<file path="src/pcx_consts.svh">
// PCX crossbar constants
// Sizes of the core and bank arrays, the bank queues and the packet fields
// shared by both packages and every PCX block

`ifndef PCX_CONSTS_SVH
`define PCX_CONSTS_SVH

// Crossbar dimensions
`define PCX_N_CORES 4
`define PCX_N_BANKS 4

// Per-bank drain queue
`define PCX_Q_DEPTH 8
`define PCX_Q_PTR_W 3
// One extra bit so a full queue is distinct from empty
`define PCX_Q_CNT_W 4
// Two packets can sit in the repeater path when stall rises
`define PCX_STALL_LVL (`PCX_Q_DEPTH - 2)

// Packet field widths
`define PCX_OP_W 3
`define PCX_CORE_W 2
`define PCX_BANK_W 2
`define PCX_ADDR_W 40
`define PCX_DATA_W 64
`define PCX_TAG_W 8

`endif

</file>
<file path="src/pcx_pkt_pkg.sv">
// PCX packet types
// Opcode encoding and the packed request packet that a core hands
// to the crossbar and that a bank reads out of its queue

`default_nettype none

`include "pcx_consts.svh"

package pcx_pkt_pkg;

   ////////////////////////////////////////
   // Opcodes
   ////////////////////////////////////////

   // Request type carried in every packet
   typedef enum logic [`PCX_OP_W-1:0] {
      PCX_OP_LOAD   = 0,
      PCX_OP_STORE  = 1,
      PCX_OP_IFETCH = 2,
      PCX_OP_SWAP   = 3
   } pcx_op_e;

   ////////////////////////////////////////
   // Packet
   ////////////////////////////////////////

   // 119 bits, opcode in the top bits
   typedef struct packed {
      pcx_op_e                 op;
      // Source core, for the return path at the bank
      logic [`PCX_CORE_W-1:0] core_id;
      // Target L2 bank, used for routing
      logic [`PCX_BANK_W-1:0] bank;
      logic [`PCX_ADDR_W-1:0] addr;
      // Store and swap payload, don't care for loads
      logic [`PCX_DATA_W-1:0] data;
      // Sequence number set by the core
      logic [`PCX_TAG_W-1:0]  tag;
   } pcx_pkt_t;

endpackage

`default_nettype wire

</file>
<file path="src/pcx_link_pkg.sv">
// PCX link types
// The arbiter to repeater link and the per-bank and per-core
// strobe vectors used between the crossbar blocks

`default_nettype none

`include "pcx_consts.svh"

package pcx_link_pkg;

   ////////////////////////////////////////
   // Bank link
   ////////////////////////////////////////

   // Packet runs active-low up to the repeater
   // Idle link carries all ones
   typedef struct packed {
      pcx_pkt_pkg::pcx_pkt_t pkt_l;
      // One cycle per packet
      logic                  rdy;
   } pcx_link_t;

   ////////////////////////////////////////
   // Strobe vectors
   ////////////////////////////////////////

   // One bit per L2 bank, stall and read
   typedef logic [`PCX_N_BANKS-1:0] pcx_bank_vec_t;

   // One bit per core, request and grant
   typedef logic [`PCX_N_CORES-1:0] pcx_core_vec_t;

endpackage

`default_nettype wire

</file>
<file path="src/pcx_bank_q.sv">
// PCX bank queues
// One circular buffer per L2 bank, written by the repeater strobe
// and drained by the bank's read pulse. Stall rises early enough
// to absorb every packet already on its way

`timescale 1ns/1ps
`default_nettype none

`include "pcx_consts.svh"

module pcx_bank_q (
   input  logic                        rclk,
   input  logic                        rst_n,
   input  pcx_pkt_pkg::pcx_pkt_t       px2_pkt    [`PCX_N_BANKS],
   input  pcx_link_pkg::pcx_bank_vec_t px2_rdy,
   input  pcx_link_pkg::pcx_bank_vec_t bank_rd,
   output pcx_link_pkg::pcx_bank_vec_t stall_pq,
   output pcx_link_pkg::pcx_bank_vec_t bank_valid,
   output pcx_pkt_pkg::pcx_pkt_t       bank_pkt   [`PCX_N_BANKS]
);

   import pcx_pkt_pkg::*;
   import pcx_link_pkg::*;

   ////////////////////////////////////////
   // Storage and pointers
   ////////////////////////////////////////

   pcx_pkt_t               mem    [`PCX_N_BANKS][`PCX_Q_DEPTH];
   logic [`PCX_Q_PTR_W-1:0] rd_ptr [`PCX_N_BANKS];
   logic [`PCX_Q_PTR_W-1:0] wr_ptr [`PCX_N_BANKS];
   // Occupancy per bank
   logic [`PCX_Q_CNT_W-1:0] count  [`PCX_N_BANKS];

   pcx_bank_vec_t do_wr;
   pcx_bank_vec_t do_rd;

   ////////////////////////////////////////
   // Strobes and status
   ////////////////////////////////////////

   always_comb begin
      for (int b = 0; b < `PCX_N_BANKS; b++) begin
         do_wr[b]      = px2_rdy[b];
         // Read on an empty queue is dropped here
         do_rd[b]      = bank_rd[b] && (count[b] != '0);
         bank_valid[b] = (count[b] != '0);
         // Early stall covers the grant plus two packets in the link
         stall_pq[b]   = (int'(count[b]) >= `PCX_STALL_LVL);
         // Head entry
         bank_pkt[b]   = mem[b][rd_ptr[b]];
      end
   end

   ////////////////////////////////////////
   // Queue memory
   ////////////////////////////////////////

   always_ff @(posedge rclk) begin
      for (int b = 0; b < `PCX_N_BANKS; b++) begin
         if (do_wr[b]) begin
            mem[b][wr_ptr[b]] <= px2_pkt[b];
         end
      end
   end

   ////////////////////////////////////////
   // Pointer and count update
   ////////////////////////////////////////

   always_ff @(posedge rclk) begin
      if (!rst_n) begin
         for (int b = 0; b < `PCX_N_BANKS; b++) begin
            rd_ptr[b] <= '0;
            wr_ptr[b] <= '0;
            count[b]  <= '0;
         end
      end else begin
         for (int b = 0; b < `PCX_N_BANKS; b++) begin
            // Wrap at the queue depth
            if (do_wr[b]) begin
               wr_ptr[b] <= (int'(wr_ptr[b]) == `PCX_Q_DEPTH - 1) ?
                            '0 : wr_ptr[b] + 1'b1;
            end
            if (do_rd[b]) begin
               rd_ptr[b] <= (int'(rd_ptr[b]) == `PCX_Q_DEPTH - 1) ?
                            '0 : rd_ptr[b] + 1'b1;
            end
            // Push and pop in one cycle leave the count as is
            count[b] <= count[b]
                        + `PCX_Q_CNT_W'(do_wr[b])
                        - `PCX_Q_CNT_W'(do_rd[b]);
         end
      end
   end

endmodule

`default_nettype wire

</file>
<file path="config.mk">
export PLATFORM = sky130hd
export DESIGN_NAME = pcx_bank_q
export DESIGN_NICKNAME = d
export VERILOG_FILES = /design/src/pcx_pkt_pkg.sv /design/src/pcx_link_pkg.sv /design/src/pcx_bank_q.sv
export VERILOG_INCLUDE_DIRS = /design/src
export SDC_FILE = /design/constraint.sdc
export NUM_CORES = 2
export LEC_CHECK = 0
export BUFFER_PORTS_ARGS = -buffer_cell sky130_fd_sc_hd__clkbuf_2
export CAP_MARGIN = 20
export CELL_PAD_IN_SITES_DETAIL_PLACEMENT = 0
export CELL_PAD_IN_SITES_GLOBAL_PLACEMENT = 1
export CORE_ASPECT_RATIO = 1.4
export CORE_MARGIN = 3
export CORE_UTILIZATION = 50
export CTS_CLUSTER_SIZE = 8
export DETAILED_ROUTE_END_ITERATION = 6
export PLACE_DENSITY = 0.7
export SLEW_MARGIN = 20
export SYNTH_ARGS = -nofsm -noshare
export SYNTH_HDL_FRONTEND = slang
export SYNTH_SLANG_ARGS = --single-unit
</file>
<file path="constraint.sdc">
create_clock -name rclk -period 12.5 [get_ports rclk]
set_clock_uncertainty 0.15 [all_clocks]
set_input_delay 0 -clock rclk [delete_from_list [all_inputs] [get_ports rclk]]
set_output_delay 0 -clock rclk [all_outputs]
set_load 0.1 [all_outputs]
</file>
; Word-level counts from Yosys, hierarchy flattened
; Memory sizes are Yosys's and may differ from the RTL's.
; Cells that the tools add are included.
[classes]
mux = 70
n_eq_ne = 8
n_bitwise = 20
reduce_logical = 12
n_lt_le_gt_ge = 16
add_sub_neg = 16
[ops]
columns = op, count
row1 = $mux W952, 4
row2 = $bmux W119 S3, 4
row3 = $demux W119 S3, 4
row4 = $mux W119, 12
row5 = $mux W3, 16
row6 = $ge A4 B4 Y1 const B, 8
row7 = $not A3 Y4, 8
row8 = $mux W1, 26
row9 = $add A3 B1 Y3 const B, 8
row10 = $eq A3 B1 Y1 const B, 8
row11 = $add A4 B1 Y4, 4
row12 = $ge A4 B3 Y1 const B, 4
row13 = $lt A4 B1 Y1 const B, 4
row14 = $mux W4, 4
row15 = $reduce_bool A4 Y1, 4
row16 = $sub A4 B1 Y4, 4
row17 = $or A1 B1 Y1, 12
row18 = $logic_and A1 B1 Y1, 8
[totals]
word_cells = 146
register_bits = 0
output_inout_bits = 484
in_bits = 486
mem_bits_rw = 3848
mem_count = 4
[memory_table]
columns = name, depth, word_bits, rd, rd_clocked_by_memory_dff, write_ports, line_no
row1 = mem, 4, 952, 4, 0, 4, pcx_bank_q.sv:29  ; pcx_pkt_t mem [`PCX_N_BANKS][`PCX_Q_DEPTH];
row2 = count, 4, 4, 4, 0, 4, pcx_bank_q.sv:33  ; logic [`PCX_Q_CNT_W-1:0] count [`PCX_N_BANKS];
row3 = rd_ptr, 4, 3, 4, 0, 4, pcx_bank_q.sv:30  ; logic [`PCX_Q_PTR_W-1:0] rd_ptr [`PCX_N_BANKS];
row4 = wr_ptr, 4, 3, 4, 0, 4, pcx_bank_q.sv:31  ; logic [`PCX_Q_PTR_W-1:0] wr_ptr [`PCX_N_BANKS];

; Logic depth before layout (Yosys ltp)
[logic_depth]
depth_word = 6
ltp_mapped = 10
ltp_nobuf = 10

; Worst setup path after synthesis
; Ideal clock, no wire load.
[synth_path]
path_kind = register to register
start = mem wr_ptr[0][0] in the netlist's numbering
end = mem mem[0][833] in the netlist's numbering (enable)
path_stages_with_launch = 3
path_buffers = 0
required_ps = 11607
setup_ps = 743
slack_ps = 2966
t_arrival_ps = 8641
path_cell_list = edfxtp_1 > nand2b_1 > nor3_1
[synth_lines]
columns = element, line_no
row1 = "start, declared", pcx_bank_q.sv:31
row2 = "end, declared", pcx_bank_q.sv:29

==> run summary <==
Finish
• utilization of the core after routing: 0.618
• final-stage net count: 8620
• final standard cell count with taps included and fillers excluded: 12100
• cell area after layout: 181000 um2
• total of fill cells in the finished design: 19900
• commonest cells after routing, fill and taps aside: 3832 x edfxtp_1, 969 x dlygate4sd3_1, 969 x clkbuf_2
• fraction of final layout cells sized beyond drive strength 1: 0.344
• area occupied by registers: 115000 um2
• multi-input gate area in the final layout: 29700 um2
• most common library cell in the layout ignoring fill and taps: edfxtp_1
• Synth-to-Final Area Change: 22.9%

Routing
• number of detailed-route iterations in the first pass: 7
• post-detailed-route wirelength per cell: 27.3 um
• remaining antenna violation count after routing: 0
• Post-route DRC: 0
• number of design-rule violations left by the first detailed-router iteration: 5651
• via count: 69300
• Post-Route WL: 331000 um
• post-detailed-route via-to-cell ratio: 5.70

Setup path
• cell family contributing the most delay on the critical path: buffers and inverters
• delay of the slowest cell on the worst path: 830 ps
• source of the worst register-to-register timing path: wr_ptr[0][2]
• Reg2Reg Setup Slack: 8680 ps
• Worst setup SP type: register
• critical-path cell list: buf_4 -> buf_12 -> buf_4 -> mux4_1 -> mux2_2 -> clkbuf_2
• dominant cell type by count on the critical path: buf_4
• CP required: 12350 ps
• number of cells on the worst reg-to-reg path: 4
• critical path arrival: 4940 ps
• CP Capture Type: primary output
• critical-path maximum fanout: 115
• worst reg2reg endpoint: mem[0][536]
• worst path buffer plus inverter count: 4
• slowest cell on the critical path: buf_4
• critical setup path kind: register to primary output

Placement
• cell count after placement: 10500
• post-detail-place hpwl: 179000 um
• placer congestion estimate: 0.749
• input/output buffers: 969
• Placement Cell Area: 156000 um2

STA
• unrepaired setup endpoints after global routing: false
• fin. max-slew vios: 0
• slew at the pin with the worst max-slew slack: 1160 ps
• hold violation count in the final report: 0
• maximum clock frequency: 197 MHz
• time the worst path needs with I/O delays and setup: 5090 ps
• normalized max-slew margin: 0.228
• final worst-path cycle share: 0.407
• worst slack on hold paths: 118 ps
• Setup TNS Final: 0 ps
• final setup violation count: 0

Min path
• sink of the worst hold path: rd_ptr[2][2]
• class of the tightest hold or removal check: primary input to register
• hold_sp: bank_rd[2]
• number of stages on the worst hold path: 4

Run
• Max-Cap Viols: 0

CTS
• Num CTS Buffers: 555
• PostCTS Resize Cnt: 0
• buffer type at the clock tree root: clkbuf_16
• number of post-CTS setup repair buffers: 0
• CTS tree: yes
• total number of H-tree levels: 6
• register clock-pin slew on the reported worst setup and hold paths: 50 ps
• clock sinks: 3848
• number of hold buffers added after CTS: 969
• Clk Latency, worst-skew pair: 900 ps
• CTS max path bufs: 4

Floorplanning
• die width: 464 um
• standard cell core area: 293000 um2
• die outline area: 301000 um2
• chip height: 648 um
• count of boundary I/O pins: 970
• total number of placement rows: 235
• Initial Util: 0.503

Yosys
• #FFs+latches synth: 3848
• warning count from the yosys run: 0
• library cell occupying the most area in the post-synthesis netlist: edfxtp_1
• largest cells by area after synthesis: edfxtp_1 78%, mux4_2 9.4%, mux4_1 6.1%, mux2_2 3.6%, buf_8 0.69%
• synthesized area: 147000 um2
• sequential-to-total area share from yosys stat: 0.785
• number of different library cells in the post-synthesis netlist: 30
• count of mapped cells out of synthesis: 5761
• mean post-synth cell area: 25.5 um2
• top-area cell type share of the netlist area: 0.782
• synthesized net count: 6287

Power
• power density over the cells: 210 nW/um2
• leakage dissipation: 0.0603 uW
• Max IR drop VDD: 0.281 mV

Global route
• pin count of the biggest net entering global routing: 177
• wire length of the first global-routing pass: 490000 um
• residual overflow from global routing: 0
• number of antenna violations at the first check in global routing: 93
• global routing usage summed across all routing layers: 0.219
• number of global-route vias before repair: 74400

Outcome
• status: complete, no violations

-- worst register-to-register path: cells and delay by family, from the launching register on --
family        cells  cell delay, ps
buf+inv           2            1640
flops             1             480
simple gates      2            1120
-- kinds of logic after synthesis --
logic type / share of synthesized area
DFF: 0.785
muxes: 0.191
buffers and inverters: 0.0150
and+or+nand+nor: 0.00473
adders and majority gates: 0.00361
AOI/OAI and AO/OA: 0.000340
xor gates and xnor gates: 0.000238
-- power by group --
part,switching (uW),total [uW],internal [uW]
registers,97.9,14700,14600
clock network,5040,13100,8060
logic,7500,10200,2680
total,12600,38000,25400
-- area by class of cell --
cell class              instances  share of cell area
inverters                      21            0.000436
repair buffers               2043              0.0864
clock buffers                 592              0.0795
multi-input cells            1625               0.164
flip-flops and latches       3848               0.638
well taps                    3910              0.0271
clock inverters                38             0.00340
diodes                         68            0.000941
-- Yosys cell counts --
cell      instances
buf_6            28
and3_1            4
and2_1           15
mux2i_1           8
ha_1             36
mux4_2          612
buf_12            8
a21o_1            4
mux2_2          476
buf_8            68
nor3_1           10
xnor2_1           3
fa_1              4
or2_2             4
nand2b_1         20
xor2_1            1
buf_2            18
dfxtp_1          16
clkbuf_1        103
nand4b_1          3
or3b_2            4
edfxtp_1       3832
inv_1            21
nand2_1          30
nor2_1           38
mux4_1          340
nor2b_1           8
a21oi_1           4
and4b_1           1
buf_1            42
-- per-stage QoR --
stage                     total power [uW]  setup WS [ps]
after global routing                 39300           6970
after floorplan                      23200           2970
final                                38000           7410
after global placement               24900           8100
after CTS                            38500           7060
after detailed placement             25000           8080
-- metal layers --
| layer | up-vias | share of wire | track usage |
|---|---|---|---|
| met1 | 36600 | 0.39 | 0.284 |
| met4 | 56 | 0.028 | 0.0664 |
| met5 | - | 0.0011 | 0 |
| met2 | 2298 | 0.49 | 0.358 |
| li1 | 29700 | - | - |
| met3 | 578 | 0.085 | 0.0679 |
-- sequential cells by signal (all words and copies together) (netlist names) --
signal  flops
wr_ptr     12
rd_ptr     12
mem      3808
count      16
-- how the worst max path moves through the flow --
stage,startpoint,to,slack [ps],cells past startpoint
5_1_grt,rd_ptr[3][1],bank_pkt[114],6970,6
4_1_cts,rd_ptr[2][1],bank_pkt[145],7060,6
2_1_floorplan,wr_ptr[0][0],mem[0][833],2970,2
3_5_place_dp,rd_ptr[2][1],bank_pkt[145],8080,6
6_report,rd_ptr[3][1],bank_pkt[112],7410,6
3_3_place_gp,rd_ptr[2][1],bank_pkt[145],8100,6
No activity file was read; power rests on OpenSTA's default activity.
